File: config.mk
export PLATFORM = sky130hd
export DESIGN_NAME = gat_controller
export DESIGN_NICKNAME = d
export VERILOG_FILES = /design/src/gat_ctrl_pkg.sv /design/src/gat_controller.sv
export SDC_FILE = /design/constraint.sdc
export NUM_CORES = 1
export LEC_CHECK = 0
export BUFFER_PORTS_ARGS = -buffer_cell sky130_fd_sc_hd__buf_2
export CORE_AREA = 5 5 42 44
export CTS_CLUSTER_SIZE = 12
export DETAILED_ROUTE_END_ITERATION = 7
export DIE_AREA = 0 0 47 49
export PLACE_DENSITY_LB_ADDON = 0.08
export SKIP_CTS_REPAIR_TIMING = 1
export SLEW_MARGIN = 30
export SYNTH_ARGS = -nofsm -noshare
export SYNTH_HDL_FRONTEND = slang
export SYNTH_SLANG_ARGS = --single-unit
File: constraint.sdc
create_clock -name clk -period 2.7 [get_ports clk]
set_clock_uncertainty 0.15 [all_clocks]
set_input_delay 0 -clock clk [delete_from_list [all_inputs] [get_ports clk]]
set_output_delay 0 -clock clk [all_outputs]
set_load 0.01 [all_outputs]
File: src/gat_ctrl_pkg.sv
/* State encodings of the controller, the SpMM engine and the DMVM unit */
package gat_ctrl_pkg;

  typedef enum logic [1:0] {
    IDLE,
    RUN,
    DRAIN,
    DONE
  } ctrl_state_t;

  typedef enum logic [2:0] {
    SP_IDLE,
    SP_FETCH,
    SP_NODE,
    SP_NNZ,
    SP_WGT,
    SP_WRITE
  } spmm_state_t;

  typedef enum logic [2:0] {
    DM_IDLE,
    DM_SRC,
    DM_ADST,
    DM_MEMBER,
    DM_WRITE
  } dmvm_state_t;

endpackage

File: src/gat_controller.sv
/* Layer sequencing: load-done gating, Wh bank ownership and gat_ready */
`timescale 1ns/1ps

module gat_controller
  import gat_ctrl_pkg::*;
(
  input  logic clk,
  input  logic rst_n,
  input  logic h_data_bram_load_done,
  input  logic h_node_info_bram_load_done,
  input  logic wgt_bram_load_done,
  output logic spmm_start,
  output logic spmm_bank,
  input  logic spmm_done,
  input  logic spmm_last,
  output logic dmvm_start,
  output logic dmvm_bank,
  input  logic dmvm_done,
  output logic gat_ready
);

  ctrl_state_t state;
  logic        all_loaded;
  logic [1:0]  bank_full;
  logic        spmm_busy;
  logic        dmvm_busy;
  logic        spmm_go;
  logic        dmvm_go;

  assign all_loaded = h_data_bram_load_done & h_node_info_bram_load_done & wgt_bram_load_done;
  assign gat_ready  = (state == DONE);

  // Banks are consumed in the order they were filled
  assign dmvm_go = (state == RUN || state == DRAIN) && !dmvm_busy && bank_full[dmvm_bank];
  // Never fill a bank that is full or still being read
  assign spmm_go = (state == RUN) && !spmm_busy && !bank_full[spmm_bank] &&
                   !(dmvm_busy && dmvm_bank == spmm_bank);

  always_ff @(posedge clk) begin
    if (!rst_n) begin
      state      <= IDLE;
      bank_full  <= '0;
      spmm_busy  <= 1'b0;
      dmvm_busy  <= 1'b0;
      spmm_bank  <= 1'b0;
      dmvm_bank  <= 1'b0;
      spmm_start <= 1'b0;
      dmvm_start <= 1'b0;
    end else begin
      spmm_start <= spmm_go;
      dmvm_start <= dmvm_go;
      case (state)
        IDLE: begin
          bank_full <= '0;
          spmm_busy <= 1'b0;
          dmvm_busy <= 1'b0;
          spmm_bank <= 1'b0;
          dmvm_bank <= 1'b0;
          if (all_loaded) begin
            state <= RUN;
          end
        end
        RUN, DRAIN: begin
          if (spmm_go) begin
            spmm_busy <= 1'b1;
          end
          if (spmm_done) begin
            bank_full[spmm_bank] <= 1'b1;
            spmm_busy            <= 1'b0;
            spmm_bank            <= ~spmm_bank;
            if (spmm_last) begin
              state <= DRAIN;
            end
          end
          if (dmvm_go) begin
            dmvm_busy            <= 1'b1;
            bank_full[dmvm_bank] <= 1'b0;
          end
          if (dmvm_done) begin
            dmvm_busy <= 1'b0;
            dmvm_bank <= ~dmvm_bank;
            // Last subgraph written
            if (state == DRAIN && bank_full == 2'b00) begin
              state <= DONE;
            end
          end
        end
        DONE: begin
          if (!all_loaded) begin
            state <= IDLE;
          end
        end
        default: state <= IDLE;
      endcase
    end
  end

  a_bank_exclusive: assert property (@(posedge clk) disable iff (!rst_n)
    (spmm_busy && dmvm_busy) |-> (spmm_bank != dmvm_bank))
    else $error("SpMM and DMVM own Wh bank %0d together", spmm_bank);

endmodule

; ---- After elaboration in Yosys (flattened, before gate mapping)
; Index checks and enable logic that the tools add are counted.
[word_totals]
reg_bits = 10
elab_cells = 82
[classes]
order_cmp = 4
eq_ne = 10
muxes = 30
bitwise_logic = 7
reduce_logical = 23
[ops]
columns = op, n
row1 = 2-bit 2-to-1 mux, 10
row2 = 1-bit 2-to-1 mux, 12
row3 = 2-bit AND reduction, 5
row4 = 1-bit logical AND, 9
row5 = "2-bit != test, second input constant", 4
row6 = 1-bit one-hot mux with 2 select lines, 4
row7 = "3-bit != test, second input constant", 2
row8 = 2-bit one-hot mux with 3 select lines, 1
row9 = "2-bit equality test, second input constant", 2
row10 = 1-bit logical NOT, 4
row11 = 2-bit logical NOT, 2
row12 = "1-bit by 2-bit < comparator with 1-bit output, second input constant", 2
row13 = 2-bit one-hot mux with 2 select lines, 1
row14 = 1-bit bitwise AND, 2
row15 = 2-bit bitwise AND, 1
row16 = 1-bit demux with 1-bit select, 2
row17 = "2-bit by 1-bit equality test with 1-bit output, second input constant", 1
row18 = "1-bit >= comparator, second input constant", 2
row19 = 1-bit NOT, 2
row20 = 2-bit NOT, 1
row21 = 2-bit OR, 1
row22 = 2-bit nonzero test, 1
row23 = 2-bit OR reduction, 1
row24 = 1-bit equality test, 1
row25 = 1-bit logical OR, 1

; ---- Logic depth before layout (Yosys ltp)
[logic_depth]
depth_word = 11
mapped_depth = 6

; ---- Worst setup path after synthesis
; OpenSTA, ideal clock, no wires.
[synth_timing]
path_type = register to register
from = reg state[1]
to = reg state[0]
setup_time_ns = 0.127
arrival_time_ns = 1.323
t_required_ns = 2.423
path_slack_ns = 1.101
stages_incl_launch_ff = 6
n_path_buf = 1
period_less_slack_ns = 1.599
path_cell_list = dfxtp_1 -> inv_1 -> ha_1 -> buf_4 -> a221oi_1 -> o32ai_2
[synth_between]
elab_chain_cells = 5
elab_cells_between_ends = 12
[synth_rtl]
columns = element, line_no
row1 = start: declaration, gat_controller.sv:22  ; ctrl_state_t state;
row2 = start signal: assignment, gat_controller.sv:41  ; state <= IDLE;
row3 = start signal: assignment, gat_controller.sv:60  ; state <= RUN;
row4 = start signal: assignment, gat_controller.sv:72  ; state <= DRAIN;
row5 = 2-bit equality test, "gat_controller.sv:52, gat_controller.sv:83"
row6 = 1-bit logical AND, gat_controller.sv:83  ; if (state == DRAIN && bank_full == 2'b00) begin
row7 = 2-bit 2-to-1 mux, gat_controller.sv:83
row8 = 2-bit 2-to-1 mux, gat_controller.sv:79  ; if (dmvm_done) begin
row9 = 2-bit one-hot mux with 3 select lines, gat_controller.sv:52  ; case (state)
; Parallel ways exist; a longest one is shown, timed or not.
; A chain may end at the register's enable or synchronous reset.

; ---- Worst setup path in the final report
[layout_timing]
from = reg state[1]
to = reg spmm_busy
[layout_between]
elab_chain_cells = 6
elab_cells_between_ends = 11
[layout_rtl]
columns = element, line_no
row1 = 2-bit by 1-bit equality test with 1-bit output, "gat_controller.sv:36, gat_controller.sv:52"
row2 = 1-bit logical AND (3 in series), gat_controller.sv:36  ; assign spmm_go = (state == RUN) && !spmm_busy && !bank_full[spmm_bank] &&
row3 = 3-bit != test (no line), --
row4 = 2-bit AND reduction (no line), --
row5 = end signal: assignment, gat_controller.sv:43  ; spmm_busy <= 1'b0;
row6 = end signal: assignment, gat_controller.sv:55  ; spmm_busy <= 1'b0;
row7 = end signal: assignment, gat_controller.sv:65  ; spmm_busy <= 1'b1;
row8 = end: declaration, gat_controller.sv:25  ; logic spmm_busy;
; Parallel ways exist; a longest one is shown, timed or not.

==> flow_metrics.env <==
export IMPL_cts_sinks=10
export IMPL_clock_power_share=0.205
export IMPL_die_w_um=47
export IMPL_synth_top_cell_by_area="dfxtp_1"
export IMPL_finalSetupTns_ps=0
export IMPL_ys_async_sr_fraction=0
export IMPL_portBuffers=12
export IMPL_synth_fp_nets=77
export IMPL_relSlewSlack=0.732
export IMPL_antenna_found_initial=0
export IMPL_avgViaCountPerCell=5.47
export IMPL_period_share=0.833
export IMPL_slowest_delay_ps=550
export IMPL_stdcell_count=99
export IMPL_crit_arrival_ps=2300
export IMPL_cp_num_buf_inv=2
export IMPL_drtIter0Drc=6
export IMPL_met1_length_um=636
export IMPL_num_rows=14
export IMPL_maxCapViolCount=0
export IMPL_grt_pass1_vias=517
export IMPL_die_area_um2=2300
export IMPL_required_ps=2750
export IMPL_vias=542
export IMPL_dieHeight_um=49
export IMPL_grt_max_degree=14
export IMPL_nFillCells=143
export IMPL_hold_class="input pin to register"
export IMPL_crit_path_end_kind="register"
export IMPL_status="complete, no violations"
export IMPL_drt_wl_total_um=1300
export IMPL_ios=13
export IMPL_ant_nets=0
export IMPL_fin_crit_ps=2250
export IMPL_dp_hpwl_um=993
export IMPL_p_sw_uw=183
export IMPL_syn_area_per_cell_um2=9.09
export IMPL_seqCellArea_um2=200
export IMPL_initial_core_util=0.421
export IMPL_tightest_slew_ps=401
export IMPL_p_per_area_nw_per_um2=684
export IMPL_yosysMostFrequentCell="dfxtp_1"
export IMPL_fmax_mhz=445
export IMPL_hold_violations=0
export IMPL_utilization=0.518
export IMPL_synth_area_top_cells="dfxtp_1, ha_1, inv_1"
export IMPL_slew_violations=0
export IMPL_placed_cells=92
export IMPL_path_max_fanout=13
export IMPL_cts_root_buffer="clkbuf_4"
export IMPL_rsz0062_at_grt="false"
export IMPL_clockBufferDepth=2
export IMPL_intPower_uw=314
export IMPL_post_drt_wl_per_cell_um=13.1
export IMPL_synthDistinctLibCells=31
export IMPL_drcViolationCount=0
export IMPL_coreArea_um2=1400
export IMPL_critPathSlowestCell="dlygate4sd3_1"
export IMPL_ys_flop_type="dfxtp_1"
export IMPL_grt_pass1_wl_um=2230
export IMPL_yosysTopAreaCellShare=0.339
export IMPL_crit_family="buffers and inverters"
export IMPL_clk_pin_slew_ps=70
export IMPL_ys_seq_area_frac=0.339
export IMPL_top_layer="met4"
export IMPL_place_congestion=0.857
export IMPL_p_comb_frac=0.416
export IMPL_clock_latency_ps=260
export IMPL_wl_met2_um=549
export IMPL_yosysWarnings=0
export IMPL_p_leak_nw=0.308
export IMPL_grt_ovfl_total=0
export IMPL_ys_seq_elements=10
export IMPL_drive_gt1_frac=0.253
export IMPL_dr_pass1_iters=5
export IMPL_whs_ps=42.2
export IMPL_nets=97
export IMPL_synth_enable_flop_cells=0
export IMPL_multiInputGateArea_um2=360
export IMPL_synthCells=65
export IMPL_gr_usage_all_layers=0.131
export IMPL_path_class="register to register"
export IMPL_peakVddDrop_v=0.000520
export IMPL_setup_viol=0
export IMPL_htree_levels=1
export IMPL_ys_top_cells_by_count="dfxtp_1, inv_1, ha_1, nand2_1, nor2_1"
export IMPL_area_growth_pct=22.9
export IMPL_antenna_cells=0
export IMPL_cts_made_buffers=3
export IMPL_synthesis_area_um2=591
export IMPL_cts_tree="built"
export IMPL_cp_cell_sequence="inv_1, ha_1, nor2b_1, nand2_1, dlygate4sd3_1, o21ai_1"
export IMPL_startpoint_type="register"
export IMPL_p_seq_frac=0.380
export IMPL_power_share_switching=0.368
export IMPL_met3WireLength_um=72
cells by family (layout without fill, tap and decap cells):
family / after synthesis / after routing / synth area share
and+or+nand+nor: 20 / 20 / 0.212
DFF: 10 / 10 / 0.339
muxes: 3 / 3 / 0.0530
AOI/OAI and AO/OA: 20 / 20 / 0.246
xor gates and xnor gates: 1 / 1 / 0.0148
adders and majority gates: 4 / 4 / 0.0847
buffers and inverters: 7 / 25 / 0.0508
power by group through the flow:
stage,registers [mW],clock network [mW],logic [mW]
2_1_floorplan,0.191,0,0.159
3_3_place_gp,0.191,0,0.198
3_5_place_dp,0.191,0,0.199
4_1_cts,0.188,0.106,0.200
5_1_grt,0.191,0.115,0.234
6_report,0.188,0.102,0.206
layer usage:
metal / vias to the layer above / global-route usage
li1: 277 / -
met1: 243 / 0.173
met2: 17 / 0.188
met3: 5 / 0.0332
met4: 0 / 0.0691
met5: - / 0
placed cells by master (no fill, tap or decap), types with 2 or more instances in the layout:
cell type and count:
a211oi_1 2, a21oi_1 3, a31oi_1 2, buf_2 12
clkbuf_4 3, dfxtp_1 10, dlygate4sd3_1 4, ha_1 4
inv_1 6, mux2i_1 2, nand2_1 4, nand3b_1 2
nor2_1 4, nor2b_1 3, o211ai_1 2, o21ai_0 3
worst min-delay path, cell delays in order:
cell and delay (ps):
buf_2 80, a21o_1 90, o21ai_0 70, nor3_1 170
worst paths after layout:
| kind | depth (start not counted) | start | end | slack [ps] |
|---|---|---|---|---|
| worst max-delay path | 6 | state[1]$_SDFFE_PN0P_ | spmm_busy$_SDFFE_PN0P_ | 450 |
| worst min-delay path | 4 | spmm_last | state[1]$_SDFFE_PN0P_ | 40 |
| worst min register to register | 1 | spmm_busy$_SDFFE_PN0P_ | spmm_start$_SDFF_PN0_ | 280 |
| worst max register to register | 6 | state[1]$_SDFFE_PN0P_ | spmm_busy$_SDFFE_PN0P_ | 450 |
metrics by stage:
step                total power [mW]  setup WS, ps  area [um^2]
CTS                            0.494           945          686
global placement               0.389          1040          663
detailed placement             0.390           971          663
global route                   0.540           277          726
finish                         0.496           452          726
floorplan                      0.349          1100          591
flip-flops by register name, summed over array words and instances (netlist names):
name,cells
bank_full,2
dmvm_bank,1
dmvm_busy,1
dmvm_start,1
spmm_bank,1
spmm_busy,1
spmm_start,1
state,2
final cells by class:
class	instances	area share
multi-input combinational	48	0.497
tap	16	0.0276
inverter	6	0.0310
timing repair buffer	16	0.138
sequential	10	0.276
clock buffer	3	0.0310
Note: power is estimated with default switching activity, not from simulation.
