<file path="config.mk">
export PLATFORM = sky130hd
export DESIGN_NAME = gat_bram
export DESIGN_NICKNAME = d
export VERILOG_FILES = /design/src/gat_types_pkg.sv /design/src/gat_bram.sv
export VERILOG_INCLUDE_DIRS = /design/src
export SDC_FILE = /design/constraint.sdc
export NUM_CORES = 1
export LEC_CHECK = 0
export ABC_CLOCK_PERIOD_IN_PS = 9360
export BUFFER_PORTS_ARGS = -buffer_cell sky130_fd_sc_hd__buf_4
export CORE_UTILIZATION = 49
export DETAILED_ROUTE_END_ITERATION = 10
export HOLD_SLACK_MARGIN = 0.05
export PLACE_DENSITY_LB_ADDON = 0.25
export RECOVER_POWER = 50
export SLEW_MARGIN = 5
export SYNTH_ARGS = -nofsm -noshare
export SYNTH_HDL_FRONTEND = slang
export SYNTH_SLANG_ARGS = --single-unit
</file>
<file path="constraint.sdc">
create_clock -name clk -period 9.36 [get_ports clk]
set_input_delay 0.936 -clock clk [delete_from_list [all_inputs] [get_ports clk]]
set_output_delay 0.936 -clock clk [all_outputs]
set_load 0.01 [all_outputs]
</file>
<file path="src/gat_defines.svh">
/* Size, width and depth macros of the graph-attention core */
`ifndef GAT_DEFINES_SVH
`define GAT_DEFINES_SVH

// ==================================================
// Graph and feature sizes
// ==================================================
`define GAT_DATA_WIDTH      8
`define GAT_NUM_FEATURE_IN  16
`define GAT_NUM_FEATURE_OUT 4
`define GAT_MAX_NODES       8
`define GAT_TOTAL_NODES     16

// Memory depths
`define GAT_H_DEPTH         128
`define GAT_WGT_DEPTH       18

// Datapath widths
`define GAT_WH_DATA_WIDTH   20
`define GAT_FEAT_WIDTH      32
`define GAT_LEAKY_SHIFT     3

// Field widths
`define GAT_COL_W           ($clog2(`GAT_NUM_FEATURE_IN))
`define GAT_ROW_LEN_W       ($clog2(`GAT_NUM_FEATURE_IN + 1))
`define GAT_NUM_NODE_W      ($clog2(`GAT_MAX_NODES + 1))

// Address widths
// Wh address is the bank bit above the node slot
`define GAT_H_ADDR_W        ($clog2(`GAT_H_DEPTH))
`define GAT_NODE_ADDR_W     ($clog2(`GAT_TOTAL_NODES))
`define GAT_WGT_ADDR_W      ($clog2(`GAT_WGT_DEPTH))
`define GAT_WH_ADDR_W       (1 + $clog2(`GAT_MAX_NODES))
`define GAT_FEAT_ADDR_W     ($clog2(`GAT_TOTAL_NODES))

`endif

</file>
<file path="src/gat_types_pkg.sv">
/* Datapath payload types: H nonzeros, node info, weight rows,
   Wh elements, rows and entries, attention coefficients */
`include "gat_defines.svh"

package gat_types_pkg;

  // One nonzero of a sparse H row
  typedef struct packed {
    logic signed [`GAT_DATA_WIDTH-1:0] val;
    logic [`GAT_COL_W-1:0]             col;
  } h_data_t;

  // Per-node info where flag marks the source of a subgraph
  typedef struct packed {
    logic [`GAT_ROW_LEN_W-1:0]  row_len;
    logic [`GAT_NUM_NODE_W-1:0] num_node;
    logic                       flag;
  } node_info_t;

  // One W row with W[row][k] in lane k
  typedef logic [`GAT_NUM_FEATURE_OUT-1:0][`GAT_DATA_WIDTH-1:0] wgt_row_t;

  typedef logic signed [`GAT_WH_DATA_WIDTH-1:0] wh_elem_t;
  typedef wh_elem_t [`GAT_NUM_FEATURE_OUT-1:0] wh_row_t;

  // Wh row as stored in the ping-pong buffer
  typedef struct packed {
    wh_row_t                    wh;
    logic [`GAT_NUM_NODE_W-1:0] num_node;
    logic                       flag;
  } wh_entry_t;

  typedef logic signed [`GAT_FEAT_WIDTH-1:0] coef_t;

endpackage

</file>
<file path="src/gat_bram.sv">
/* Simple dual-port memory, one write port and one registered read port */
`timescale 1ns/1ps

module gat_bram
  import gat_types_pkg::*;
#(
  parameter type payload_t = coef_t,
  parameter int  DEPTH     = 16,
  localparam int AW        = $clog2(DEPTH)
) (
  input  logic          clk,
  input  logic          wr_en,
  input  logic [AW-1:0] wr_addr,
  input  payload_t      wr_data,
  input  logic [AW-1:0] rd_addr,
  output payload_t      rd_data
);

  payload_t mem [DEPTH];

  always_ff @(posedge clk) begin
    if (wr_en) begin
      mem[wr_addr] <= wr_data;
    end
    // Read returns old data on a same-address write
    rd_data <= mem[rd_addr];
  end

  a_wr_in_range: assert property (@(posedge clk) wr_en |-> wr_addr < DEPTH)
    else $error("gat_bram write at %0d beyond depth %0d", wr_addr, DEPTH);

endmodule

</file>
## Yosys cells after proc, flatten, opt, wreduce, memory -nomap -nowiden

Memory sizes are Yosys's and may differ from the RTL's. A register that Yosys moved wholly into a read port is not among the register bits.
Cells that the tools add are included.

- Flip-flop bits (word level): 0
- Bits in writable memories: 512
- Input port bits: 42
- Output and inout port bits: 32
- Word-level logic and storage cells: 3
- Memories: 1

Memories:

| memory | words | width | rd ports | clocked after memory_dff | wr ports | RTL line | text |
|---|---|---|---|---|---|---|---|
| mem | 16 | 32 | 1 | 1 | 1 | gat_bram.sv:19 | `payload_t mem [DEPTH];` |

- Multiplexer cells: 2

Operators with widths:

| cell | count |
|---|---|
| 1-bit 2-to-1 mux | 2 |

## Logic depth before layout (Yosys ltp)

Gate-level depths: netlist (run 1).

- Depth after elaboration: 2
- Depth in mapped cells: 5
- Depth with buffers taken out: 3

## Worst setup path before layout (run 1)

OpenSTA, ideal clock, no wires.

- Kind: in2reg
- From: in wr_addr[2]
- To: mem mem[0][0] (netlist name) (enable)
- Setup time: 0.461 ns
- Arrival time: 3.654 ns
- Required time: 8.899 ns
- Setup slack: 5.244 ns
- Stages on the path: 2
- Path buffers: 0
- Cells stage by stage: or3b_2 nor3_1

RTL lines:

| item | RTL line | text |
|---|---|---|
| from (decl) | gat_bram.sv:13 | `input logic [AW-1:0] wr_addr,` |
| to (decl) | gat_bram.sv:19 |  |

No word-level cell before the write port.

==> results of run 1 <==
-- registers in the layout (all words and copies together) (netlist names) --
name / cells
mem: 512
rd_data: 32
-- synth_stat cells --
library cell | n | area, um^2
nor3_1 | 4 | 20.02
nand3_1 | 1 | 5.000
edfxtp_1 | 512 | 15370
nor2_1 | 13 | 48.80
and2_1 | 1 | 6.260
nand3b_1 | 2 | 15.01
buf_4 | 11 | 82.58
mux4_2 | 128 | 2883
nor2b_1 | 2 | 12.51
dfxtp_1 | 32 | 640.6
nand2_1 | 33 | 123.9
clkbuf_1 | 17 | 63.81
buf_2 | 4 | 20.02
nand2b_1 | 2 | 12.51
buf_6 | 2 | 22.52
buf_1 | 9 | 33.78
or3b_2 | 1 | 8.760
a22oi_1 | 64 | 480.5
-- worst paths after layout --
| kind | startpoint | endpoint | slack, ps | cells past startpoint |
|---|---|---|---|---|
| max reg2reg | mem[0][0] | rd_data[0] | 8030 | 3 |
| min reg2reg | mem[14][1] | rd_data[1] | 660 | 3 |
| max | rd_addr[0] | rd_data[17] | 6230 | 5 |
| min | mem[14][1] | rd_data[1] | 660 | 3 |
-- power groups by stage --
stage | clock network [W] | logic (W) | registers (W)
6_report | 0.00216 | 0.000241 | 0.00274
5_1_grt | 0.00229 | 0.000261 | 0.00274
4_1_cts | 0.00219 | 0.000253 | 0.00274
3_5_place_dp | 0 | 0.000252 | 0.00279
3_3_place_gp | 0 | 0.000248 | 0.00279
2_1_floorplan | 0 | 0.000131 | 0.00280
-- placed cells by master (no fill, tap or decap) --
cell / instances
a22oi_1: 64
and2_2: 1
buf_4: 62
bufinv_16: 7
clkbuf_1: 42
clkbuf_16: 55
clkbuf_8: 5
clkinv_1: 14
clkinv_2: 8
clkinvlp_4: 2
dfxtp_1: 32
edfxtp_1: 512
inv_6: 1
mux4_2: 128
nand2_1: 33
nand2b_1: 2
nand3_1: 1
nand3b_1: 2
nor2_1: 5
nor2_4: 8
nor2b_4: 2
nor3_2: 4
or3b_2: 1
-- stage by stage --
stage          cells  cell area [um^2]  setup slack [ps]
3_3_place_gp    1417             21160              5592
2_1_floorplan    838             19850              5244
6_report        1516             22780              6228
4_1_cts         1516             22940              6166
5_1_grt         1516             22780              5899
3_5_place_dp    1417             21160              5559
-- cell type report --
class	count	area share
Timing Repair Buffer	97	0.02664
Clock inverter	32	0.01434
Multi-Input combinational cell	251	0.1630
Tap cell	525	0.02884
Sequential cell	544	0.7031
Clock buffer	67	0.06415
-- critical path, delay by kind of cell --
family	cells	cell delay, ps
buf+inv	2	1650
mux	1	610
compound gates	1	220
simple gates	1	80
-- logic make-up after synthesis --
| kind of cell | after synthesis |
|---|---|
| mux | 128 |
| buf+inv | 43 |
| flops | 544 |
| compound gates | 64 |
| simple gates | 59 |
-- routing by layer --
metal	wire, um	share of wire	track usage	vias up
met5	14	0.00034	0	-
met4	681	0.017	0.05021	2
met1	17720	0.43	0.3033	4804
li1	-	-	-	3796
met2	19550	0.48	0.3202	311
met3	2933	0.072	0.03659	60
==> results.yml, run 1 <==
cells_and_area:
  seq_area_um2: 16020
  n_antenna_cell: 0
  nets: 989
  nFillCells: 2917
  final_core_util: 0.5720
  multi_input_area_um2: 3712
  drive_gt1_frac: 0.2866
  layout-area-overhead-vs-synth_pct: 14.73
synth:
  synth_area_um2: 19850
  synth_mux_area_frac: 0.1452
  synth-xor-area-share: 0
  synth_compound_area_frac: 0.02420
  syn_inst: 838
  synth_seq_cells: 544
  syn_avg_cell_area_um2: 23.69
  synthAdderAreaFrac: 0
  synth_nets: 880
  synth_top_family_by_area: "multiplexers"
  ys_warn_count: 0
  synthSimpleGateAreaFrac: 0.01273
  ys_seq_area_frac: 0.8067
  ys_types: 18
clocking:
  numCtsBuffers: 53
  clk_pin_slew_ps: 60
  htree_levels: 2
  clk_latency_ps: 570
  cts_sinks: 544
  cts_tree: "done"
  post_cts_resized: 0
  clockRootBuffer: "clkbuf_16"
  clk_path_buf_depth: 3
  ctsHoldBuffers: 0
  post_cts_buffers: 0
worst_setup_path:
  cp-start-kind: "primary input"
  slowest_delay_ps: 910
  crit_required_ps: 9810
  worstPathCellList: "clkbuf_8 -> buf_4 -> mux4_2 -> a22oi_1 -> nand2_1"
  path_class: "in2reg"
  worstPathArrival_ps: 3590
  endpoint_kind: "flop"
  crit_fanout: 78
  crit_path_top_delay_cell: "buf_4"
power_and_ir_drop:
  p_clk_frac: 0.420
  swShare: 0.1984
  ir_worst_vdd_v: 0.0001617
  p_int_w: 0.004118
  power_w: 0.005137
  power.density_nw_per_um2: 225.5
  switchingPower_w: 0.001019
  p_seq_frac: 0.533
  combPwrFrac: 0.047
  leakage_nw: 7.258
timing:
  fin_crit_ps: 3132
  hold_violations: 0
  slew_violations: 0
  post-route-period-util: 0.3346
  setup_viol: 0
  clock.fmax_mhz: 319.3
  fin_tns_setup_ps: 0
  finalClockSkew_ps: 9.218
  rsz0062_at_grt: "no"
  hold_slack_ps: 659.5
  worst_pin_slew_ps: 1248
  relSlewSlack: 0.1633
global_routing:
  grt-ovfl-total: 0
  first_global_vias: 9191
  gr-usage-all-layers: 0.2050
  grt_pass1_wl_mm: 60.52
  grt_start_max_net_pins: 79
  antenna_found_initial: 1
drt:
  wl_per_cell_um: 26.98
  first_pass_iters: 5
  drt-initial-drc-count: 833
  avgViaCountPerCell: 5.919
  vias: 8973
  wl_mm: 40.90
  drc_errors: 0
  ant_nets: 0
placement:
  dp_hpwl_mm: 20.85
  port_buffers: 73
  place_congestion: 0.6999
job:
  drv_cap: 0
die:
  die_area_um2: 41330
  io_pins: 74
  die_h_um: 203.3
  fp-row-count: 73
  design.core.area_um2: 39820
  initial_core_util: 0.4986
  die_w_um: 203.3
min_path:
  min_path_type: "reg2reg"
outcome:
  status: "finished clean"
No activity file was read; power rests on OpenSTA's default activity.
==> inputs of run 2 (changes only) <==
Settings changed: ABC_AREA set to 1, ABC_CLOCK_PERIOD_IN_PS 9360 to 2700.
Clock period 9.36 ns to 2.7 ns, I/O delays scaled along.
==> results.yml, run 2 <==
outcome:
  status: "finished clean"
worst_setup_path:
  endpoint_kind: "flop"
  cp-start-kind: "primary input"
  path_class: "in2reg"
  worstPathArrival_ps: 1960
  crit_required_ps: 2970
  crit_fanout: 13
synth:
  yosysMostFrequentCell: "nand2_1"
  synth_area_um2: 22730
  syn_inst: 2120
  ys_async_sr_fraction: 0
  synth_edf_count: 512
  ys_seq_area_frac: 0.7046
  synth_seq_cells: 544
  ys_warn_count: 0
  ys_types: 15
  synth_top_area_frac: 0.6764
  synth_area_leader_cell: "edfxtp_1"
  synth_common_cells: "677 x nand2_1, 512 x edfxtp_1, 388 x inv_1"
  netlist_top_cells_area: "edfxtp_1 68%, nand2_1 11%, nand3_1 8.5%, inv_1 6.4%, dfxtp_1 2.8%"
  synth_nets: 2162
  synth_ff_type: "edfxtp_1"
  syn_avg_cell_area_um2: 10.72
power_and_ir_drop:
  p_clk_frac: 0.407
  power.density_nw_per_um2: 696.3
  p_int_w: 0.01407
  ir_worst_vdd_v: 0.0004813
  swShare: 0.2170
  switchingPower_w: 0.003900
  combPwrFrac: 0.064
  p_seq_frac: 0.529
  leakage_nw: 10.93
clocking:
  post_cts_buffers: 0
  clockRootBuffer: "clkbuf_16"
  cts_tree: "done"
  ctsHoldBuffers: 32
  clk_latency_ps: 590
  htree_levels: 2
  clk_pin_slew_ps: 60
  numCtsBuffers: 54
  clk_path_buf_depth: 3
  post_cts_resized: 0
  cts_sinks: 544
global_routing:
  first_global_vias: 14560
  grt_start_max_net_pins: 161
  grt-ovfl-total: 0
  gr-usage-all-layers: 0.2260
  antenna_found_initial: 0
  grt_pass1_wl_mm: 81.52
cells_and_area:
  largestRegisters: "mem: 512 flops, rd_data: 32 flops"
  final_cell_mix: "677 x nand2_1, 512 x edfxtp_1, 386 x inv_1"
  final_common_cell: "nand2_1"
  seq_area_um2: 16020
  largest_reg_flops: 512
  nets: 2259
  largest-register: "mem"
  layout-area-overhead-vs-synth_pct: 13.56
  drive_gt1_frac: 0.07566
  n_antenna_cell: 0
  nFillCells: 3768
  multi_input_area_um2: 4644
timing:
  fin_tns_setup_ps: 0
  hold_violations: 0
  setup_viol: 0
  post-route-period-util: 0.6254
  worst_pin_slew_ps: 1331
  finalClockSkew_ps: 13.25
  rsz0062_at_grt: "no"
  clock.fmax_mhz: 592.2
  relSlewSlack: 0.1125
  slew_violations: 0
  finalWorstSetupSlack_ps: 1011
  fin_crit_ps: 1689
drt:
  wl_per_cell_um: 18.09
  drc_errors: 0
  avgViaCountPerCell: 5.131
  vias: 14670
  first_pass_iters: 5
  drt-initial-drc-count: 1360
  wl_mm: 51.74
  ant_nets: 0
die:
  die_h_um: 217.4
  die_w_um: 217.4
  die_area_um2: 47250
  design.core.area_um2: 45580
  fp-row-count: 78
  initial_core_util: 0.4987
  io_pins: 74
placement:
  dp_hpwl_mm: 27.83
  pre_cts_ws_ps: 783.6
  port_buffers: 73
  place_congestion: 0.7778
job:
  drv_cap: 0
min_path:
  min_path_type: "in2reg"
[run 2: changes by cell type in the layout (fill, tap and decap cells not counted), moves of 8 or more]
cell	before	now
a22oi_1	64	0
buf_12	0	12
clkbuf_8	5	14
mux4_2	128	0
dlygate4sd3_1	0	32
nand2_1	33	677
nand3_1	1	385
clkbuf_1	42	50
inv_1	0	386
[run 2: layer usage]
| layer | wire length (um) | part of all wire | global-route usage |
|---|---|---|---|
| met1 | 22160 | 0.43 | 0.3060 |
| met3 | 3885 | 0.075 | 0.04486 |
| met2 | 24270 | 0.47 | 0.3657 |
| met5 | 0 | 0 | 0 |
| met4 | 1429 | 0.028 | 0.07582 |
[run 2: final cells by class]
type                       instances  area share
clock buffer                      82     0.06228
inverter                         390     0.05700
tap                              600     0.02908
clock inverter                    17    0.004993
multi-input combinational       1081      0.1799
timing repair buffer             146     0.04629
sequential                       544      0.6204
[run 2: critical path, cell delays in order]
cell	delay (ps)
buf_4	120
nand3b_1	330
nor2_1	830
buf_4	390
[run 2: cells by family (layout without fill, tap and decap cells)]
family | Yosys count | after routing | share of synthesized area
AND/OR/NAND/NOR | 1081 | 1081 | 0.2000
flip-flops | 544 | 544 | 0.7046
buffers and inverters | 495 | 635 | 0.09539
[run 2: through the flow]
step	total power [W]	util	hold WS, ps	instances	instance area (um^2)
detailed placement	0.01082	0.5250	581.2	2729	23930
CTS	0.01812	0.5702	81.90	2860	25990
finish	0.01797	0.5664	106.6	2860	25810
floorplan	0.01034	-	368.9	2120	22730
global route	0.01854	0.5664	112.8	2860	25810
global placement	0.01080	0.5250	577.6	2729	23930
[run 2: power groups by stage]
stage	Sequential, W	Clock [W]	Combinational [W]
2_1_floorplan	0.00969	0	0.000644
3_3_place_gp	0.00967	0	0.00114
3_5_place_dp	0.00967	0	0.00115
4_1_cts	0.00950	0.00743	0.00119
5_1_grt	0.00951	0.00774	0.00129
6_report	0.00950	0.00732	0.00116
[run 2: path summary, 6_finish.rpt]
| check | endpoint | slack (ps) | startpoint | depth (start not counted) |
|---|---|---|---|---|
| max | mem[6][1] | 1010 | wr_addr[3] | 4 |
| min | rd_data[4] | 110 | rd_addr[1] | 5 |
| max reg2reg | rd_data[11] | 1620 | mem[7][11] | 6 |
| min reg2reg | rd_data[4] | 640 | mem[10][4] | 6 |
