File: config.mk
export PLATFORM = sky130hd
export DESIGN_NAME = dmvm_unit
export DESIGN_NICKNAME = d
export VERILOG_FILES = /design/src/gat_types_pkg.sv /design/src/gat_ctrl_pkg.sv /design/src/dmvm_unit.sv
export VERILOG_INCLUDE_DIRS = /design/src
export SDC_FILE = /design/constraint.sdc
export NUM_CORES = 2
export LEC_CHECK = 0
export ABC_AREA = 1
export ABC_CLOCK_PERIOD_IN_PS = 22800
export CAP_MARGIN = 20
export CORE_ASPECT_RATIO = 0.8
export CORE_MARGIN = 3
export CORE_UTILIZATION = 55
export DETAILED_ROUTE_END_ITERATION = 6
export DONT_BUFFER_PORTS = 1
export PLACE_DENSITY = 0.7
export REMOVE_ABC_BUFFERS = 1
export SLEW_MARGIN = 25
export SYNTH_ARGS = -nofsm -noshare
export SYNTH_HDL_FRONTEND = slang
export SYNTH_SLANG_ARGS = --single-unit
export TNS_END_PERCENT = 30
File: constraint.sdc
create_clock -name clk -period 22.8 [get_ports clk]
set_input_delay 2.28 -clock clk [delete_from_list [all_inputs] [get_ports clk]]
set_output_delay 2.28 -clock clk [all_outputs]
set_load 0.03 [all_outputs]
File: src/gat_defines.svh
/* Size, width and depth macros of the graph-attention core */
`ifndef GAT_DEFINES_SVH
`define GAT_DEFINES_SVH

// ==================================================
// Graph and feature sizes
// ==================================================
`define GAT_DATA_WIDTH      8
`define GAT_NUM_FEATURE_IN  16
`define GAT_NUM_FEATURE_OUT 4
`define GAT_MAX_NODES       8
`define GAT_TOTAL_NODES     16

// Memory depths
`define GAT_H_DEPTH         128
`define GAT_WGT_DEPTH       18

// Datapath widths
`define GAT_WH_DATA_WIDTH   20
`define GAT_FEAT_WIDTH      32
`define GAT_LEAKY_SHIFT     3

// Field widths
`define GAT_COL_W           ($clog2(`GAT_NUM_FEATURE_IN))
`define GAT_ROW_LEN_W       ($clog2(`GAT_NUM_FEATURE_IN + 1))
`define GAT_NUM_NODE_W      ($clog2(`GAT_MAX_NODES + 1))

// Address widths
// Wh address is the bank bit above the node slot
`define GAT_H_ADDR_W        ($clog2(`GAT_H_DEPTH))
`define GAT_NODE_ADDR_W     ($clog2(`GAT_TOTAL_NODES))
`define GAT_WGT_ADDR_W      ($clog2(`GAT_WGT_DEPTH))
`define GAT_WH_ADDR_W       (1 + $clog2(`GAT_MAX_NODES))
`define GAT_FEAT_ADDR_W     ($clog2(`GAT_TOTAL_NODES))

`endif

File: src/gat_types_pkg.sv
/* Datapath payload types: H nonzeros, node info, weight rows,
   Wh elements, rows and entries, attention coefficients */
`include "gat_defines.svh"

package gat_types_pkg;

  // One nonzero of a sparse H row
  typedef struct packed {
    logic signed [`GAT_DATA_WIDTH-1:0] val;
    logic [`GAT_COL_W-1:0]             col;
  } h_data_t;

  // Per-node info where flag marks the source of a subgraph
  typedef struct packed {
    logic [`GAT_ROW_LEN_W-1:0]  row_len;
    logic [`GAT_NUM_NODE_W-1:0] num_node;
    logic                       flag;
  } node_info_t;

  // One W row with W[row][k] in lane k
  typedef logic [`GAT_NUM_FEATURE_OUT-1:0][`GAT_DATA_WIDTH-1:0] wgt_row_t;

  typedef logic signed [`GAT_WH_DATA_WIDTH-1:0] wh_elem_t;
  typedef wh_elem_t [`GAT_NUM_FEATURE_OUT-1:0] wh_row_t;

  // Wh row as stored in the ping-pong buffer
  typedef struct packed {
    wh_row_t                    wh;
    logic [`GAT_NUM_NODE_W-1:0] num_node;
    logic                       flag;
  } wh_entry_t;

  typedef logic signed [`GAT_FEAT_WIDTH-1:0] coef_t;

endpackage

File: src/gat_ctrl_pkg.sv
/* State encodings of the controller, the SpMM engine and the DMVM unit */
package gat_ctrl_pkg;

  typedef enum logic [1:0] {
    IDLE,
    RUN,
    DRAIN,
    DONE
  } ctrl_state_t;

  typedef enum logic [2:0] {
    SP_IDLE,
    SP_FETCH,
    SP_NODE,
    SP_NNZ,
    SP_WGT,
    SP_WRITE
  } spmm_state_t;

  typedef enum logic [2:0] {
    DM_IDLE,
    DM_SRC,
    DM_ADST,
    DM_MEMBER,
    DM_WRITE
  } dmvm_state_t;

endpackage

File: src/dmvm_unit.sv
/* Attention step: src and dst dot products with LeakyReLU per member */
`timescale 1ns/1ps
`include "gat_defines.svh"

module dmvm_unit
  import gat_types_pkg::*;
  import gat_ctrl_pkg::*;
(
  input  logic                        clk,
  input  logic                        rst_n,
  input  logic                        start,
  input  logic                        bank,
  input  logic [`GAT_FEAT_ADDR_W-1:0] base_node,
  output logic [`GAT_WGT_ADDR_W-1:0]  wgt_addr,
  input  wgt_row_t                    wgt_row,
  output logic [`GAT_WH_ADDR_W-1:0]   wh_rd_addr,
  input  wh_entry_t                   wh_entry,
  output logic                        feat_wr_en,
  output logic [`GAT_FEAT_ADDR_W-1:0] feat_wr_addr,
  output coef_t                       feat_wr_data,
  output logic                        done
);

  // a_src and a_dst follow the W rows
  localparam logic [`GAT_WGT_ADDR_W-1:0] A_SRC_ADDR = `GAT_NUM_FEATURE_IN;
  localparam logic [`GAT_WGT_ADDR_W-1:0] A_DST_ADDR = `GAT_NUM_FEATURE_IN + 1;

  dmvm_state_t                 state;
  logic                        wh_bank;
  logic [`GAT_FEAT_ADDR_W-1:0] base;
  logic [`GAT_NUM_NODE_W-1:0]  member;
  logic [`GAT_NUM_NODE_W-1:0]  count;
  wgt_row_t                    a_dst;
  coef_t                       src_score;
  coef_t                       e_sum;
  coef_t                       coef;

  function automatic coef_t dot4(input wgt_row_t a, input wh_row_t w);
    coef_t sum;
    sum = '0;
    for (int k = 0; k < `GAT_NUM_FEATURE_OUT; k++) begin
      sum = sum + $signed(a[k]) * $signed(w[k]);
    end
    return sum;
  endfunction

  assign wgt_addr   = (state == DM_IDLE) ? A_SRC_ADDR : A_DST_ADDR;
  // Source slot is addressed while waiting so it is ready on the first cycle
  assign wh_rd_addr = (state == DM_IDLE) ? {bank, {(`GAT_WH_ADDR_W-1){1'b0}}}
                                         : {wh_bank, member[`GAT_WH_ADDR_W-2:0]};

  // LeakyReLU with floor shift on negative scores
  assign e_sum = src_score + dot4(a_dst, wh_entry.wh);
  assign coef  = (e_sum < 0) ? (e_sum >>> `GAT_LEAKY_SHIFT) : e_sum;

  assign feat_wr_en = (state == DM_WRITE);
  assign done       = feat_wr_en && (member == count);

  always_ff @(posedge clk) begin
    if (!rst_n) begin
      state   <= DM_IDLE;
      wh_bank <= 1'b0;
      base    <= '0;
      member  <= '0;
      count   <= '0;
    end else begin
      case (state)
        DM_IDLE: begin
          if (start) begin
            wh_bank <= bank;
            base    <= base_node;
            member  <= '0;
            state   <= DM_SRC;
          end
        end
        // a_src and the source entry arrive together
        DM_SRC: begin
          src_score <= dot4(wgt_row, wh_entry.wh);
          count     <= wh_entry.num_node;
          state     <= DM_ADST;
        end
        DM_ADST: begin
          a_dst <= wgt_row;
          state <= DM_MEMBER;
        end
        DM_MEMBER: begin
          feat_wr_data <= coef;
          feat_wr_addr <= base + member;
          member       <= member + 1'b1;
          state        <= DM_WRITE;
        end
        DM_WRITE: state <= (member == count) ? DM_IDLE : DM_MEMBER;
        default:  state <= DM_IDLE;
      endcase
    end
  end

  // Slot 0 of a bank must hold a flagged source written by the SpMM engine
  a_source_entry: assert property (@(posedge clk) disable iff (!rst_n)
    state == DM_SRC |-> (wh_entry.flag && wh_entry.num_node != '0))
    else $error("Wh bank %0d slot 0 is not a subgraph source", wh_bank);

endmodule

# After elaboration in Yosys (flattened, before gate mapping)
# Cells that the tools add are included.
classes:
  add_sub_neg: 9
  mul: 8
  div_mod_pow: 0
  magnitude_cmp: 1
  n_eq_ne: 6
  n_shift: 0
  n_mux: 8
  bitwise_logic: 0
  reduce_logical: 8
op_table:
  columns: ["cell", "n"]
  rows:
  - ["$mul A8 B20 Y28", 8]
  - ["$add A30 B28 Y31", 2]
  - ["$add A29 B28 Y30", 2]
  - ["$add A28 B28 Y29", 2]
  - ["$add A32 B31 Y32", 1]
  - ["$lt A32 B1 Y1 const B", 1]
  - ["$mux W31", 1]
  - ["$pmux W3 S5", 1]
  - ["$reduce_and A2 Y1", 5]
  - ["$mux W4", 2]
  - ["$pmux W4 S2", 1]
  - ["$eq A3 B2 Y1 const B", 2]
  - ["$add A4 B1 Y4 const B", 1]
  - ["$add A4 B4 Y4", 1]
  - ["$eq A4 B4 Y1", 1]
  - ["$eq A3 B1 Y1 const B", 1]
  - ["$eq A3 B3 Y1 const B", 1]
  - ["$logic_not A3 Y1", 1]
  - ["$mux W3", 1]
  - ["$mux W2", 1]
  - ["$ne A2 B2 Y1 const B", 1]
  - ["$reduce_bool A2 Y1", 1]
  - ["$logic_and A1 B1 Y1", 1]
  - ["$mux W1", 1]
word_totals:
  register_bits: 116
  latch_bits: 0
  mem_bits_rw: 0
  rom_bits: 0
  out_inout_bits: 47
  word_cells: 52
  mem_count: 0

# Depth between registers and ports, before layout
depth:
  word_depth: 7
  depth_mapped: 33

# Worst setup path after synthesis
# OpenSTA, ideal clock, no wires.
synth_timing:
  path_type: "input to register"
  from: "input port wh_entry[84] (netlist name)"
  to: "register feat_wr_data[18] (data pin)"
  arrival_time_ns: 8.700
  t_required_ns: 22.548
  slack_ns: 13.848
  stages: 31
  path_buffers: 4
  path_cell_list: "clkbuf_1 clkbuf_1 nand2_1 inv_1 fa_1 fa_1 inv_1 fa_1 fa_1 inv_1 fa_1 inv_1 fa_1 inv_1 fa_1 inv_1 fa_1 inv_1 ha_1 nand2_1 nor2_2 and2_4 and2_1 nand2_2 clkinv_2 nor2_4 nand2_4 buf_8 buf_12 nand3_2 nand2_1"
synth_via:
  elab_chain_cells: 5
synth_lines:
  columns: ["element", "line", "source"]
  rows:
  - ["start, declared", "dmvm_unit.sv:17", "input wh_entry_t wh_entry,"]
  - ["$mul A8 B20 Y28 *", "dmvm_unit.sv:42", "sum = sum + $signed(a[k]) * $signed(w[k]);"]
  - ["$add A30 B28 Y31 *", "dmvm_unit.sv:42", null]
  - ["$add A32 B31 Y32 *", "dmvm_unit.sv:53", "assign e_sum = src_score + dot4(a_dst, wh_entry.wh);"]
  - ["$lt A32 B1 Y1", "dmvm_unit.sv:54", "assign coef = (e_sum < 0) ? (e_sum >>> `GAT_LEAKY_SHIFT) : e_sum;"]
  - ["$mux W31 *", "dmvm_unit.sv:54", null]
  - ["named net coef[18]", "dmvm_unit.sv:36", "coef_t coef;"]
  - ["end signal, assigned", "dmvm_unit.sv:87", "feat_wr_data <= coef;"]
  - ["end, declared", "dmvm_unit.sv:20", "output coef_t feat_wr_data,"]
# The timed path passes the listed nets; every way through them passes the cells marked *.
# A chain may end at the register's enable or synchronous reset.

# Final worst setup path
layout_timing:
  from: "input port wh_entry[24] (netlist name)"
  to: "register feat_wr_data[28] (data pin)"
layout_via:
  elab_chain_cells: 7
layout_lines:
  columns: ["element", "line"]
  rows:
  - ["$mul A8 B20 Y28 *", "dmvm_unit.sv:42"]
  - ["$add A28 B28 Y29 *", "dmvm_unit.sv:42"]
  - ["$add A29 B28 Y30 *", "dmvm_unit.sv:42"]
  - ["$add A30 B28 Y31 *", "dmvm_unit.sv:42"]
  - ["$add A32 B31 Y32 *", "dmvm_unit.sv:53"]
  - ["$lt A32 B1 Y1", "dmvm_unit.sv:54"]
  - ["$mux W31 *", "dmvm_unit.sv:54"]
# Mark *: on every way between the ends. The rest lies on a longest branch, timed or not.

==> impl_results.md <==
* Flops & latches, synth at 115
* CP Launch Point: wh_entry[24]
* Most frequent cells in the layout: inv_1 (2092), nand2_1 (1578), fa_1 (1421)
* Finish-stage setup viols at 0
* Mapped Cells at 6204
* Latest clock arrival within the worst-skew pair at ~0.51 ns
* Fillers at 8533
* Post-route ant nets at 0
* Hold Path Class: reg2reg
* DP HPWL at 121 mm
* CTS Buf Count at 17
* Height of the die at between 200 and 300 um
* Port Buf Inserts at 0
* Area Overhead vs Synth at 2.29%
* Tcrit/Tclk final at 0.411
* Starting DRT DRC Count at 3219
* Clk sinks at 115
* Worst-path cell chain: nand2_1 -> fa_1 -> fa_1 -> inv_1 -> fa_1 -> fa_1 -> inv_1 -> fa_1 -> inv_1 -> fa_1 -> inv_1 -> fa_1 -> fa_1 -> inv_1 -> ha_1 -> nand2_2 -> nor2_2 -> and2_4 -> and2_1 -> nand2_2 -> nand2_2 -> nand3_2 -> nand2_1 -> nand3_1
* Status: complete, but fails checks
* H-tree Lvls at 4
* Max Clk Rate at 0.107 GHz
* Worst reg2reg startpoint: a_dst[0]$_DFFE_PP_
* Initial core utilization at 0.560
* Drt pass-1 iters at 7
* Initial antenna violation count at 0
* Slowest cell on crit path: fa_1
* Root buffer cell: clkbuf_16
* Post-DP Area at 53100 um2
* Area of the die at 99300 um2
* Clk slew on worst S/H paths at 0.07 ns
* Req. time, crit path at between 20 and 25 ns
* Total GRT Usage at 0.310
* WP data arrival at 9.61 ns
* Most used cell, CP: fa_1
* I/O pin cnt at 172
* Reg2Reg Capture Point: feat_wr_data[28]$_SDFFCE_PP1P_
* Final core utilization at 0.573
* Die width at between 300 and 400 um
* Routability congestion estimate at 0.921
* Skew final at 0.0209 ns
* Share of layout cells above drive strength 1 at 0.0143
* CP Class: in2reg
* First-pass GRT wire length at 229 mm
* Minimum clock period at 9.38 ns
* Unrepaired setup endpoints after global routing: false
* Wirelength per Cell at about 20 um
* Area of the mapped netlist at 52500 um2
* TritonCTS clock tree: built
* CP Max Fanout at 29
* Levels on crit path at 24
* Most common cell after layout, fill and taps aside: inv_1
* Crit path capture: feat_wr_data[28]$_SDFFCE_PP1P_
* Num rows at 100
* Hold Fails Final Rpt at 0
* CTS Hold Bufs at 0
* Max Cap Viol at 0
* Sequential fraction of the synthesis area at 0.0627
* Largest net degree at the start of global routing at 38
* Layout Cells excl Fill at between 7000 and 8000
* CP delay by family, top: adder cells
* Setup tns final at 0 ns
* Failing checks: DRC
* Final slew viol count at 0
* CTS Buffer Depth at 2
* Post-route cell area at ~54000 um2
* Global route total overflow at 0
* # resized after CTS at 0
* Worst reg-to-reg setup slack at around 14 ns
* R2r worst-path depth at 24
* Synth cell types at 42
* Synth Warn # at 0
* Number of global-route vias before repair at roughly 40000
* Worst-Margin Slew at 1.06 ns
* Inst Count DP at 7190
* Post-CTS setup buffers at 0
* Worst path max stage delay at 0.73 ns
* # nets final at 7794
* Buffers & Inverters on Critical Path at 5
* DRC viols at 1
* Core area at 93800 um2
* Post-Syn Area per Cell at 8.47 um2
* Worst relative slew slack at 0.295
* Vias per cell at 5.20
* CP Capture Type: register
* Total Wirelength at 143 mm
* Via count at roughly 38000
* CP Launch Type: input pin
==> tightest hold or removal path, stage by stage, from the launching register on <==
cell     delay, ns
dfxtp_1       0.30
inv_1         0.05
a21oi_1       0.06
==> sequential cells by signal, indices dropped and copies added, names as in the netlist <==
| register | flops |
|---|---|
| base | 4 |
| member | 4 |
| src_score | 31 |
| count | 4 |
| wh_bank | 1 |
| feat_wr_addr | 4 |
| a_dst | 32 |
| state | 3 |
| feat_wr_data | 32 |
==> cells in the mapped netlist, drive strengths merged <==
library cell	count	area, um2
nand2	1590	6010
a21o	5	37.5
clkinv	4	16.3
buf	12	115
xnor2	15	131
a211oi	2	15.0
dfxtp	16	320
conb	2	7.51
a21boi	1	7.51
o31ai	1	7.51
nor4	1	6.26
nor2	157	624
nand3	112	651
nor3	8	40.0
or2	8	50.1
o21ai	35	175
o21bai	4	30.0
clkbuf	230	883
inv	2093	7860
edfxtp	99	2970
nand4	21	131
xor2	44	385
o21a	2	15.0
and2	9	58.8
o211ai	1	7.51
fa	1421	28400
a31oi	2	12.5
ha	261	3270
a21oi	48	240
==> per-stage QoR <==
| stage | setup slack (ns) | hold slack (ns) |
|---|---|---|
| after global placement | 13.04 | 0.433 |
| after global routing | 12.97 | 0.468 |
| after detailed placement | 12.92 | 0.439 |
| after CTS | 13.44 | 0.449 |
| final | 13.42 | 0.449 |
| after floorplan | 13.84 | 0.424 |
==> layer usage <==
layer | GRT usage | wire (um)
met3 | 0.0734 | 15800
met5 | 0 | 0
met2 | 0.475 | 63700
met1 | 0.439 | 57600
met4 | 0.101 | 5690
==> worst min path at each step <==
stage	start	endpoint	slack [ns]	depth (start not counted)
detailed placement	wh_bank$_SDFFE_PN0P_	wh_bank$_SDFFE_PN0P_	0.44	2
global route	wh_bank$_SDFFE_PN0P_	wh_bank$_SDFFE_PN0P_	0.47	2
global placement	wh_bank$_SDFFE_PN0P_	wh_bank$_SDFFE_PN0P_	0.43	2
floorplan	wh_bank$_SDFFE_PN0P_	wh_bank$_SDFFE_PN0P_	0.42	2
finish	wh_bank$_SDFFE_PN0P_	wh_bank$_SDFFE_PN0P_	0.45	2
CTS	wh_bank$_SDFFE_PN0P_	wh_bank$_SDFFE_PN0P_	0.45	2
==> area by class of cell <==
| class | count | area (um2) | area share |
|---|---|---|---|
| clock inverter | 15 | 156 | 0.00291 |
| multi-input combinational | 3752 | 40400 | 0.752 |
| sequential | 115 | 3290 | 0.0613 |
| timing repair buffer | 4 | 57.6 | 0.00107 |
| antenna | 1 | 2.50 | 0.0000466 |
| inverter | 2097 | 7870 | 0.147 |
| clock buffer | 17 | 425 | 0.00792 |
| tap | 1224 | 1530 | 0.0285 |
==> kinds of logic after synthesis <==
logic type / share of synthesized area
other: 0.000143
AOI/OAI and AO/OA: 0.0104
buffers and inverters: 0.169
DFF: 0.0627
adders and majority gates: 0.604
and+or+nand+nor: 0.144
xor gates and xnor gates: 0.00984
Power is left out: the tool's default activity adds up to more than one toggle a clock period on the data nets, which glitch-free logic cannot reach.
